`config.mk`:
```
export PLATFORM = sky130hd
export DESIGN_NAME = stmcu_top
export DESIGN_NICKNAME = d
export VERILOG_FILES = /design/src/hw/stmcu_bus_pkg.sv /design/src/hw/stmcu_video_pkg.sv /design/src/hw/addr_decode.sv /design/src/hw/bus_error_timer.sv /design/src/hw/clock_enables.sv /design/src/hw/shifter_regs.sv /design/src/hw/stmcu_top.sv /design/src/hw/sync_gen.sv /design/src/hw/video_addr_counter.sv
export SDC_FILE = /design/constraint.sdc
export NUM_CORES = 1
export LEC_CHECK = 0
export ABC_AREA = 1
export ABC_CLOCK_PERIOD_IN_PS = 11800
export BUFFER_PORTS_ARGS = -buffer_cell sky130_fd_sc_hd__buf_4
export CAP_MARGIN = 20
export CORE_MARGIN = 4
export CORE_UTILIZATION = 40
export CTS_CLUSTER_DIAMETER = 30
export DETAILED_ROUTE_END_ITERATION = 6
export GPL_ROUTABILITY_DRIVEN = 0
export PLACE_DENSITY_LB_ADDON = 0.1
export SLEW_MARGIN = 15
export SYNTH_ARGS = -nofsm -noshare
export SYNTH_HDL_FRONTEND = slang
export SYNTH_SLANG_ARGS = --single-unit
```
`constraint.sdc`:
```
create_clock -name clk32 -period 11.8 [get_ports clk32]
set_input_delay 1.77 -clock clk32 [delete_from_list [all_inputs] [get_ports clk32]]
set_output_delay 1.77 -clock clk32 [all_outputs]
set_load 0.02 [all_outputs]
```
`src/hw/stmcu_bus_pkg.sv`:
```
// Bus-side definitions of the MCU: address map, bus-error limit and video register selects
package stmcu_bus_pkg;

    typedef logic [23:1] addr_t;  // CPU word address

    // Video register picked by the decoder
    typedef enum logic [3:0] {
        REG_NONE,
        REG_BASE_HI,   // FF8201
        REG_BASE_MID,  // FF8203
        REG_BASE_LO,   // FF820D
        REG_OFFSET,    // FF820F
        REG_SYNC,      // FF820A, upper lane
        REG_RES,       // FF8260, upper lane
        REG_CNT_HI,    // FF8205
        REG_CNT_MID,   // FF8207
        REG_CNT_LO     // FF8209
    } reg_sel_t;

    // ====================
    // Address map
    localparam logic [7:0]  ROM_TOS_BASE  = 8'hE0;       // E0-E3 ROM2, E4-E7 ROM1, E8-EB ROM0
    localparam logic [7:0]  ROM_CART_BASE = 8'hFA;       // FA ROM4, FB ROM3
    localparam logic [23:0] MFP_BASE      = 24'hFFFA00;  // Up to FFFA3F
    localparam logic [23:0] VREG_BASE     = 24'hFF8200;

    localparam int BERR_TICKS = 64;  // 8 MHz ticks, 8 us of strobe

endpackage

```
`src/hw/stmcu_video_pkg.sv`:
```
// Video modes and the per-mode line and frame timing used by the sync generator
package stmcu_video_pkg;

    typedef enum logic [1:0] {
        VM_PAL  = 2'd0,
        VM_NTSC = 2'd1,
        VM_MONO = 2'd2
    } vmode_t;

    typedef logic [7:0] htick_t;  // 2 MHz ticks within a line
    typedef logic [8:0] vline_t;  // Lines within a frame

    localparam htick_t LINE_TICKS_PAL    = 8'd128;
    localparam htick_t LINE_TICKS_NTSC   = 8'd127;
    localparam htick_t LINE_TICKS_MONO   = 8'd56;
    localparam htick_t HSYNC_TICKS_COLOR = 8'd10;
    localparam htick_t HSYNC_TICKS_MONO  = 8'd6;
    localparam vline_t FRAME_LINES_PAL   = 9'd313;
    localparam vline_t FRAME_LINES_NTSC  = 9'd263;
    localparam vline_t FRAME_LINES_MONO  = 9'd501;
    localparam vline_t VSYNC_LINES       = 9'd3;

    // ====================
    // Tables indexed by vmode_t, in the order PAL, NTSC, mono
    localparam htick_t LINE_TICKS [3] = '{LINE_TICKS_PAL, LINE_TICKS_NTSC, LINE_TICKS_MONO};
    localparam htick_t HSYNC_TICKS [3] = '{HSYNC_TICKS_COLOR, HSYNC_TICKS_COLOR, HSYNC_TICKS_MONO};
    localparam vline_t FRAME_LINES [3] = '{FRAME_LINES_PAL, FRAME_LINES_NTSC, FRAME_LINES_MONO};

    localparam htick_t HDE_START [3] = '{8'd16, 8'd15, 8'd4};
    localparam htick_t HDE_END   [3] = '{8'd96, 8'd95, 8'd44};
    localparam vline_t VDE_START [3] = '{9'd63, 9'd34, 9'd36};
    localparam vline_t VDE_END   [3] = '{9'd263, 9'd234, 9'd436};

    // Blank lifts at the END value and comes back at the START value
    localparam htick_t HBLANK_START [3] = '{8'd114, 8'd113, 8'd50};
    localparam htick_t HBLANK_END   [3] = '{8'd9, 8'd8, 8'd1};
    localparam vline_t VBLANK_START [3] = '{9'd308, 9'd258, 9'd500};
    localparam vline_t VBLANK_END   [3] = '{9'd25, 9'd16, 9'd4};

    localparam htick_t WORDS_PER_LINE [3] = '{
        HDE_END[0] - HDE_START[0],
        HDE_END[1] - HDE_START[1],
        HDE_END[2] - HDE_START[2]
    };

endpackage

```
`src/hw/addr_decode.sv`:
```
// CPU address decoder giving ROM and MFP selects, video register select and DTACK
`timescale 1ns/1ns

module addr_decode import stmcu_bus_pkg::*; (
    input  addr_t      a_i,
    input  logic       as_n_i,
    input  logic       rw_i,
    input  logic       uds_n_i,
    input  logic       lds_n_i,
    output logic [4:0] rom_n_o,
    output logic       mfpcs_n_o,
    output reg_sel_t   reg_sel_o,
    output logic       reg_wr_o,
    output logic       reg_rd_o,
    output logic       dtack_n_o
);

    logic       as, uds, lds;
    logic       tos_hit, cart_hit, vreg_hit;
    logic       reg_hit;
    logic [4:0] rom;

    assign as  = ~as_n_i;
    assign uds = ~uds_n_i;
    assign lds = ~lds_n_i;

    // ====================
    // ROM and peripheral windows
    assign tos_hit  = as & rw_i & (a_i[23:20] == ROM_TOS_BASE[7:4]);
    assign cart_hit = as & rw_i & (a_i[23:17] == ROM_CART_BASE[7:1]);
    assign vreg_hit = as & (a_i[23:8] == VREG_BASE[23:8]);

    assign rom[0] = tos_hit & (a_i[19:18] == 2'b10);  // E8-EB
    assign rom[1] = tos_hit & (a_i[19:18] == 2'b01);  // E4-E7
    assign rom[2] = tos_hit & (a_i[19:18] == 2'b00);  // E0-E3
    assign rom[3] = cart_hit & a_i[16];
    assign rom[4] = cart_hit & ~a_i[16];
    assign rom_n_o = ~rom;

    assign mfpcs_n_o = ~(as & (a_i[23:6] == MFP_BASE[23:6]));

    // Word offset within the page plus the lane the register lives on
    always_comb begin
        reg_sel_o = REG_NONE;
        if (vreg_hit) begin
            case (a_i[7:1])
                7'h00: if (lds) reg_sel_o = REG_BASE_HI;
                7'h01: if (lds) reg_sel_o = REG_BASE_MID;
                7'h02: if (lds) reg_sel_o = REG_CNT_HI;
                7'h03: if (lds) reg_sel_o = REG_CNT_MID;
                7'h04: if (lds) reg_sel_o = REG_CNT_LO;
                7'h05: if (uds) reg_sel_o = REG_SYNC;
                7'h06: if (lds) reg_sel_o = REG_BASE_LO;
                7'h07: if (lds) reg_sel_o = REG_OFFSET;
                7'h30: if (uds) reg_sel_o = REG_RES;
                default: reg_sel_o = REG_NONE;
            endcase
        end
    end

    assign reg_hit  = reg_sel_o != REG_NONE;
    assign reg_wr_o = reg_hit & ~rw_i;
    assign reg_rd_o = reg_hit & rw_i;

    // MFP answers its own cycles
    assign dtack_n_o = ~(|rom | reg_hit);

endmodule

```
`src/hw/bus_error_timer.sv`:
```
// Bus-error timer raising BERR when an address strobe is held too long
`timescale 1ns/1ns

module bus_error_timer import stmcu_bus_pkg::*; #(
    parameter int BERR_LIMIT = BERR_TICKS
) (
    input  logic clk32,
    input  logic porb,
    input  logic mhz8_en_i,
    input  logic as_n_i,
    input  logic br_n_i,
    output logic berr_n_o
);

    localparam int CW = $clog2(BERR_LIMIT + 1);

    logic [CW-1:0] cnt;
    logic          expired;

    assign expired  = cnt == CW'(BERR_LIMIT);
    assign berr_n_o = ~expired;

    always_ff @(posedge clk32 or negedge porb) begin
        if (!porb) begin
            cnt <= '0;
        end else if (as_n_i || !br_n_i) begin
            cnt <= '0;                  // No cycle, or bus handed to a master
        end else if (mhz8_en_i && !expired) begin
            cnt <= cnt + CW'(1);        // Saturates at the limit
        end
    end

endmodule

```
`src/hw/clock_enables.sv`:
```
// Clock-enable chain deriving the 8 MHz and 2 MHz pulses from clk32
`timescale 1ns/1ns

module clock_enables (
    input  logic clk32,
    input  logic porb,
    output logic mhz8_en_o,
    output logic m2_en_o
);

    logic [3:0] div;  // Free running, one 2 MHz period per wrap

    always_ff @(posedge clk32 or negedge porb) begin
        if (!porb) begin
            div       <= 4'd0;
            mhz8_en_o <= 1'b0;
            m2_en_o   <= 1'b0;
        end else begin
            div <= div + 4'd1;
            // Pulses are registered, so the first one lands
            // 4 resp. 16 cycles after reset release
            mhz8_en_o <= div[1:0] == 2'b11;
            m2_en_o   <= div == 4'hF;       // Always with an 8 MHz pulse
        end
    end

endmodule

```
`src/hw/shifter_regs.sv`:
```
// Video base, line offset, sync and resolution registers with byte-lane readback
`timescale 1ns/1ns

module shifter_regs import stmcu_bus_pkg::*, stmcu_video_pkg::*; (
    input  logic        clk32,
    input  logic        porb,
    input  reg_sel_t    reg_sel_i,
    input  logic        reg_wr_i,
    input  logic        reg_rd_i,
    input  logic [15:0] din_i,
    input  addr_t       vaddr_i,
    output logic [15:0] dout_o,
    output addr_t       vbase_o,
    output logic [7:0]  hoff_o,
    output vmode_t      vmode_o
);

    logic [7:0] base_hi;
    logic [7:0] base_mid;
    logic [7:1] base_lo;   // Base is word aligned
    logic       pal;       // 50 Hz when set
    logic [1:0] res;       // 00 low, 01 medium, 1x high

    always_ff @(posedge clk32 or negedge porb) begin
        if (!porb) begin
            base_hi  <= 8'd0;
            base_mid <= 8'd0;
            base_lo  <= 7'd0;
            hoff_o   <= 8'd0;
            pal      <= 1'b0;
            res      <= 2'b00;
        end else if (reg_wr_i) begin
            case (reg_sel_i)
                REG_BASE_HI:  base_hi  <= din_i[7:0];
                REG_BASE_MID: base_mid <= din_i[7:0];
                REG_BASE_LO:  base_lo  <= din_i[7:1];
                REG_OFFSET:   hoff_o   <= din_i[7:0];
                REG_SYNC:     pal      <= din_i[9];
                REG_RES:      res      <= din_i[9:8];
                default:      ;   // Counter bytes live in the address counter
            endcase
        end
    end

    assign vbase_o = {base_hi, base_mid, base_lo};
    assign vmode_o = res[1] ? VM_MONO : (pal ? VM_PAL : VM_NTSC);

    // ====================
    // Readback, undriven bits float high
    always_comb begin
        dout_o = 16'hFFFF;
        if (reg_rd_i) begin
            case (reg_sel_i)
                REG_BASE_HI:  dout_o[7:0]  = base_hi;
                REG_BASE_MID: dout_o[7:0]  = base_mid;
                REG_BASE_LO:  dout_o[7:0]  = {base_lo, 1'b0};
                REG_OFFSET:   dout_o[7:0]  = hoff_o;
                REG_SYNC:     dout_o[9]    = pal;
                REG_RES:      dout_o[9:8]  = res;
                REG_CNT_HI:   dout_o[7:0]  = vaddr_i[23:16];
                REG_CNT_MID:  dout_o[7:0]  = vaddr_i[15:8];
                REG_CNT_LO:   dout_o[7:0]  = {vaddr_i[7:1], 1'b0};
                default:      dout_o       = 16'hFFFF;
            endcase
        end
    end

endmodule

```
`src/hw/stmcu_top.sv`:
```
// MCU top level joining bus decode, video registers and video timing to the pins
`timescale 1ns/1ns

module stmcu_top import stmcu_bus_pkg::*, stmcu_video_pkg::*; #(
    parameter int BERR_LIMIT = BERR_TICKS
) (
    input  logic        clk32,
    input  logic        porb,
    input  addr_t       a_i,
    input  logic        as_n_i,
    input  logic        rw_i,
    input  logic        uds_n_i,
    input  logic        lds_n_i,
    input  logic        br_n_i,
    input  logic [15:0] din_i,
    output logic [15:0] dout_o,
    output logic        dtack_n_o,
    output logic        berr_n_o,
    output logic [4:0]  rom_n_o,     // ROM0 to ROM4
    output logic        mfpcs_n_o,
    output logic        hsync_n_o,
    output logic        vsync_n_o,
    output logic        de_o,
    output logic        blank_n_o,
    output addr_t       vaddr_o
);

    logic       mhz8_en;
    logic       m2_en;
    reg_sel_t   reg_sel;
    logic       reg_wr;
    logic       reg_rd;
    addr_t      vbase;
    logic [7:0] hoff;
    vmode_t     vmode;
    logic       frame_start;

    // ====================
    // Bus side
    clock_enables u_clk_en (.clk32, .porb, .mhz8_en_o(mhz8_en), .m2_en_o(m2_en));

    addr_decode u_decode (
        .a_i, .as_n_i, .rw_i, .uds_n_i, .lds_n_i,
        .rom_n_o, .mfpcs_n_o, .reg_sel_o(reg_sel),
        .reg_wr_o(reg_wr), .reg_rd_o(reg_rd), .dtack_n_o
    );

    bus_error_timer #(.BERR_LIMIT(BERR_LIMIT)) u_berr (
        .clk32, .porb, .mhz8_en_i(mhz8_en), .as_n_i, .br_n_i, .berr_n_o
    );

    shifter_regs u_regs (
        .clk32, .porb, .reg_sel_i(reg_sel), .reg_wr_i(reg_wr), .reg_rd_i(reg_rd),
        .din_i, .vaddr_i(vaddr_o), .dout_o, .vbase_o(vbase), .hoff_o(hoff), .vmode_o(vmode)
    );

    // ====================
    // Video side
    sync_gen u_sync (
        .clk32, .porb, .m2_en_i(m2_en), .vmode_i(vmode),
        .hsync_n_o, .vsync_n_o, .de_o, .blank_n_o, .frame_start_o(frame_start)
    );

    video_addr_counter u_vcnt (
        .clk32, .porb, .m2_en_i(m2_en), .de_i(de_o), .frame_start_i(frame_start),
        .vbase_i(vbase), .hoff_i(hoff), .reg_sel_i(reg_sel), .reg_wr_i(reg_wr),
        .din_i, .vaddr_o
    );

endmodule

```
`src/hw/sync_gen.sv`:
```
// Horizontal and vertical timing generator for sync, blank and display enable
`timescale 1ns/1ns

module sync_gen import stmcu_video_pkg::*; (
    input  logic   clk32,
    input  logic   porb,
    input  logic   m2_en_i,
    input  vmode_t vmode_i,
    output logic   hsync_n_o,
    output logic   vsync_n_o,
    output logic   de_o,
    output logic   blank_n_o,
    output logic   frame_start_o
);

    vmode_t mode_q;       // Mode of the running line
    vmode_t mode_next;
    htick_t hcnt, hcnt_next;
    vline_t vcnt, vcnt_next;
    logic   line_end, frame_end;
    logic   h_de, v_de, h_free, v_free;

    // >= so a switch to a shorter mode still wraps
    assign line_end  = hcnt >= LINE_TICKS[mode_q] - 8'd1;
    assign frame_end = vcnt >= FRAME_LINES[mode_q] - 9'd1;

    assign mode_next = line_end ? vmode_i : mode_q;   // Mode only changes at a line start
    assign hcnt_next = line_end ? 8'd0 : hcnt + 8'd1;

    always_comb begin
        if (!line_end)
            vcnt_next = vcnt;
        else if (frame_end)
            vcnt_next = 9'd0;
        else
            vcnt_next = vcnt + 9'd1;
    end

    // ====================
    // Window compares on the position being entered
    assign h_de   = hcnt_next >= HDE_START[mode_next] && hcnt_next < HDE_END[mode_next];
    assign v_de   = vcnt_next >= VDE_START[mode_next] && vcnt_next < VDE_END[mode_next];
    assign h_free = hcnt_next >= HBLANK_END[mode_next] && hcnt_next < HBLANK_START[mode_next];
    assign v_free = vcnt_next >= VBLANK_END[mode_next] && vcnt_next < VBLANK_START[mode_next];

    always_ff @(posedge clk32 or negedge porb) begin
        if (!porb) begin
            // Park on the last tick so the first 2 MHz tick opens a frame
            mode_q        <= VM_NTSC;
            hcnt          <= LINE_TICKS_NTSC - 8'd1;
            vcnt          <= FRAME_LINES_NTSC - 9'd1;
            hsync_n_o     <= 1'b1;
            vsync_n_o     <= 1'b1;
            de_o          <= 1'b0;
            blank_n_o     <= 1'b0;
            frame_start_o <= 1'b0;
        end else begin
            frame_start_o <= 1'b0;
            if (m2_en_i) begin
                mode_q    <= mode_next;
                hcnt      <= hcnt_next;
                vcnt      <= vcnt_next;
                hsync_n_o <= hcnt_next < LINE_TICKS[mode_next] - HSYNC_TICKS[mode_next];
                vsync_n_o <= vcnt_next >= VSYNC_LINES;  // Low on the first lines
                de_o      <= h_de && v_de;
                blank_n_o <= h_free && v_free;
                frame_start_o <= hcnt_next == 8'd0 && vcnt_next == 9'd0;
            end
        end
    end

endmodule

```
`src/hw/video_addr_counter.sv`:
```
// Video fetch address counter with frame reload, word stepping and line offset
`timescale 1ns/1ns

module video_addr_counter import stmcu_bus_pkg::*; (
    input  logic        clk32,
    input  logic        porb,
    input  logic        m2_en_i,
    input  logic        de_i,
    input  logic        frame_start_i,
    input  addr_t       vbase_i,
    input  logic [7:0]  hoff_i,
    input  reg_sel_t    reg_sel_i,
    input  logic        reg_wr_i,
    input  logic [15:0] din_i,
    output addr_t       vaddr_o
);

    logic de_q;     // Display enable of the previous 2 MHz tick
    logic de_fall;

    assign de_fall = de_q && !de_i;

    always_ff @(posedge clk32 or negedge porb) begin
        if (!porb) begin
            de_q    <= 1'b0;
            vaddr_o <= '0;
        end else begin
            if (m2_en_i) de_q <= de_i;

            // CPU byte writes win over everything else
            if (reg_wr_i && reg_sel_i == REG_CNT_HI)
                vaddr_o[23:16] <= din_i[7:0];
            else if (reg_wr_i && reg_sel_i == REG_CNT_MID)
                vaddr_o[15:8] <= din_i[7:0];
            else if (reg_wr_i && reg_sel_i == REG_CNT_LO)
                vaddr_o[7:1] <= din_i[7:1];
            else if (frame_start_i)
                vaddr_o <= vbase_i;
            else if (m2_en_i && de_fall)
                vaddr_o <= vaddr_o + {15'd0, hoff_i};   // Skip to the next line
            else if (m2_en_i && de_i)
                vaddr_o <= vaddr_o + 23'd1;             // One word per fetch
        end
    end

endmodule

```
==> metrics.md <==
| Metric | Value |
|---|---|
| Vias in the first global route | just under 8000 |
| Worst Tran Pin Value | approximately 870 ps |
| Post-CTS setup buffers | 0 |
| EDFF count, synth | 0 |
| Starting Density | between 40 and 50% |
| Vias/cell | just over 5 |
| Worst relative slew slack | between 40% and 50% |
| Synth Warn # | 0 |
| Synthesis-to-finish area growth | 13.4% |
| Skew final | 13.9 ps |
| Largest net degree at the start of global routing | 66 |
| Yosys reg bits | 95 |
| Critical setup path kind | in2out |
| # DRC | 0 |
| Vias | between 8000 and 9000 |
| Die X | about 150 um |
| CTS Root Cell | clkbuf_16 |
| Area of the mapped netlist | roughly 8500 sq um |
| Initial antenna violation count | 0 |
| Fraction of registers with async set/reset | 100% |
| TritonCTS clock tree | built |
| Most used flip-flop cell after synthesis | dfrtp_1 |
| Worst-skew pair later-pin latency | ~370 ps |
| Chip height | approximately 150 um |
| WP buf/inv | 3 |
| Sequential element share of the synthesized area | 28.3% |
| I/O Pins | 97 |
| Crit. End Element | primary output |
| Hold/Removal Path Class | reg2reg |
| Final wirelength | roughly 26 mm |
| Startpoint Class | input pin |
| Placeable Area | roughly 20000 sq um |
| Nets | between 1000 and 1500 |
| Fin crit share | ~50% |
| Crit path max-delay family | simple AND/OR/NAND/NOR gates |
| IO buf count | 84 |
| H-tree depth | 3 |
| Crit Path Max Fanout | 12 |
| Drt first pass iters | 6 |
| Pwr Density | around 69 nW/um^2 |
| Total negative slack | 0 ps |
| Clock transition at the registers of the reported paths | approximately 70 ps |
| Detail Placement HPWL | 19.9 mm |
| Global Route Usage Sum | between 20 and 25% |
| # setup viols final | 0 |
| Overflow after GRT | 0 |
| Syn Inst Count | roughly 1300 |
| Num CTS Buffers | 9 |
| Peak Freq | approximately 170 MHz |
| Post-synthesis compound-gate area fraction | around 10% |
| Die area | 23500 sq um |
| RSZ-0062 raised after global routing | no |
| Post-synthesis mux area share | 0% |
| Slowest-stage cell, CP | nor3_4 |
| Post-Synth Adder-Cell Area | 11.5% |
| Row count | 52 |
| Synth unique cells | between 40 and 50 |
| Max Root-Sink Buffers | 2 |
| Simple-Gate Fraction of Synth Area | 38.1% |
| Crit path DAT | 4110 ps |
| Layout cells sized above 1 | 12.0% |
| WL/cell | 15.9 um |
| Most common library cell in the layout ignoring fill and taps | nand2_1 |
| Largest stage delay, worst path | ~330 ps |
| Remaining antenna violation count | 0 |
| Most frequent cells in the layout | nand2_1, inv_1, nor2_1 |
| Hold WS | roughly 460 ps |
| Max-slew violations | 0 |
| # clock sinks | 95 |
| Synthesized area per cell | ~6.6 sq um |
| Initial drt markers | approximately 700 |
| Xor and xnor area share after synthesis | around 2.3% |
| Minimum clock period | approximately 5900 ps |
| First-pass GRT wire length | 41.8 mm |
| # hold bufs at CTS | 0 |
| Cell leakage power | roughly 5.0 nW |
| Final core utilization | 46.8% |
| Resize count post-CTS | 0 |
| Outcome | finished clean |
| Max Cap Viol | 0 |
| Crit path cell chain | buf_4, nor2_1, nand3b_1, nor3_4, nand3_2, nor2_1, buf_4, nand2_1, nand2_1, nor2_4, nor2_1, nand3_1, buf_4 |
| Number of diodes | 0 |
| Final Hold Vio Count | 0 |
| Worst VDD drop | roughly 68 uV |
| Largest family of logic cells by synthesized area | simple AND/OR/NAND/NOR gates |
| Critical Path RT | 10030 ps |
[flip-flops by register name, indices dropped and copies added (netlist names), 2 cells and up]
signal and count:
u_regs.hoff_o 8, u_clk_en.div 4, u_regs.base_lo 7, u_sync.vcnt 9
u_sync.mode_q 2, u_berr.cnt 7, u_vcnt.vaddr_o 23, u_regs.base_mid 8
u_regs.res 2, u_regs.base_hi 8, u_sync.hcnt 8
[final timing paths]
check / startpoint / end / slack (ps) / depth (start not counted)
setup / recovery: a_i[7] / dout_o[1] / 5920 / 13
hold / removal: u_clk_en.div[0]$_DFF_PN0_ / u_clk_en.div[0]$_DFF_PN0_ / 460 / 1
setup reg to reg: u_sync.mode_q[0]$_DFFE_PN1P_ / u_sync.de_o$_DFFE_PN0P_ / 6110 / 27
hold reg to reg: u_clk_en.div[0]$_DFF_PN0_ / u_clk_en.div[0]$_DFF_PN0_ / 460 / 1
max in group asynchronous: porb / u_vcnt.vaddr_o[7]$_DFFE_PN0P_ / 9240 / 2
min in group asynchronous: porb / u_sync.blank_n_o$_DFFE_PN0P_ / 1350 / 1
[per-layer routing]
metal  routed length (um)  share of wire [%]  track usage [%]
met1                12700                 49             32.3
met2                11000                 43             33.5
met3                 1790                6.9             3.53
met4                  360                1.4             5.05
met5                    0                  0                0
[synthesized netlist by cell type (2+ instances only)]
library cell	n	area, sq um
a211oi_1	3	22.5
a21o_1	4	30.0
a21oi_1	46	230
a31oi_1	2	12.5
buf_2	9	45.0
buf_4	8	60.1
buf_6	2	22.5
clkbuf_1	15	56.3
clkinv_1	4	15.0
dfrtp_1	83	2080
dfstp_2	12	315
ha_1	76	951
inv_1	157	589
inv_2	6	22.5
nand2_1	363	1360
nand2_2	5	31.3
nand3_1	116	581
nand3_2	5	50.1
nand3b_1	7	52.6
nand4_1	40	250
nand4_2	3	37.5
nor2_1	151	567
nor2_2	4	25.0
nor2_4	7	78.8
nor3_1	16	80.1
o21a_1	2	15.0
o21ai_0	60	300
o21ai_1	28	140
o21ai_2	7	61.3
o21bai_1	4	30.0
o22ai_1	2	12.5
or2_2	5	31.3
xnor2_1	9	78.8
xor2_1	13	114
[logic make-up (layout without fill, tap and decap cells)]
| kind of cell | after synthesis | in the layout |
|---|---|---|
| fa+ha+maj | 77 | 77 |
| compound gates | 159 | 159 |
| other cells | 1 | 6 |
| buf+inv | 201 | 272 |
| xor+xnor | 22 | 22 |
| simple gates | 728 | 728 |
| flops | 95 | 95 |
[cell type report]
class / instances / area, sq um
fill: 2169 / 10900
multi-input combinational: 992 / 5280
sequential: 95 / 2390
timing repair buffer: 89 / 668
inverter: 167 / 627
tap: 270 / 338
clock buffer: 9 / 225
clock inverter: 7 / 65.1
[where the power goes]
group	switching (mW)	total (mW)	internal (mW)
Sequential	0.0000871	0.326	0.326
Combinational	0.0247	0.0360	0.0114
Clock	0.148	0.296	0.148
Total	0.173	0.658	0.485
[metrics by stage]
step	std cells	power, mW	cell area [sq um]	setup WS [ps]
4_1_cts	1629	0.668	9590	5960
3_3_place_gp	1613	0.368	9300	5980
3_5_place_dp	1613	0.368	9300	5980
2_1_floorplan	1288	0.345	8480	6640
5_1_grt	1629	0.686	9590	5540
6_report	1629	0.658	9590	5920
(Power assumes the default switching activity.)
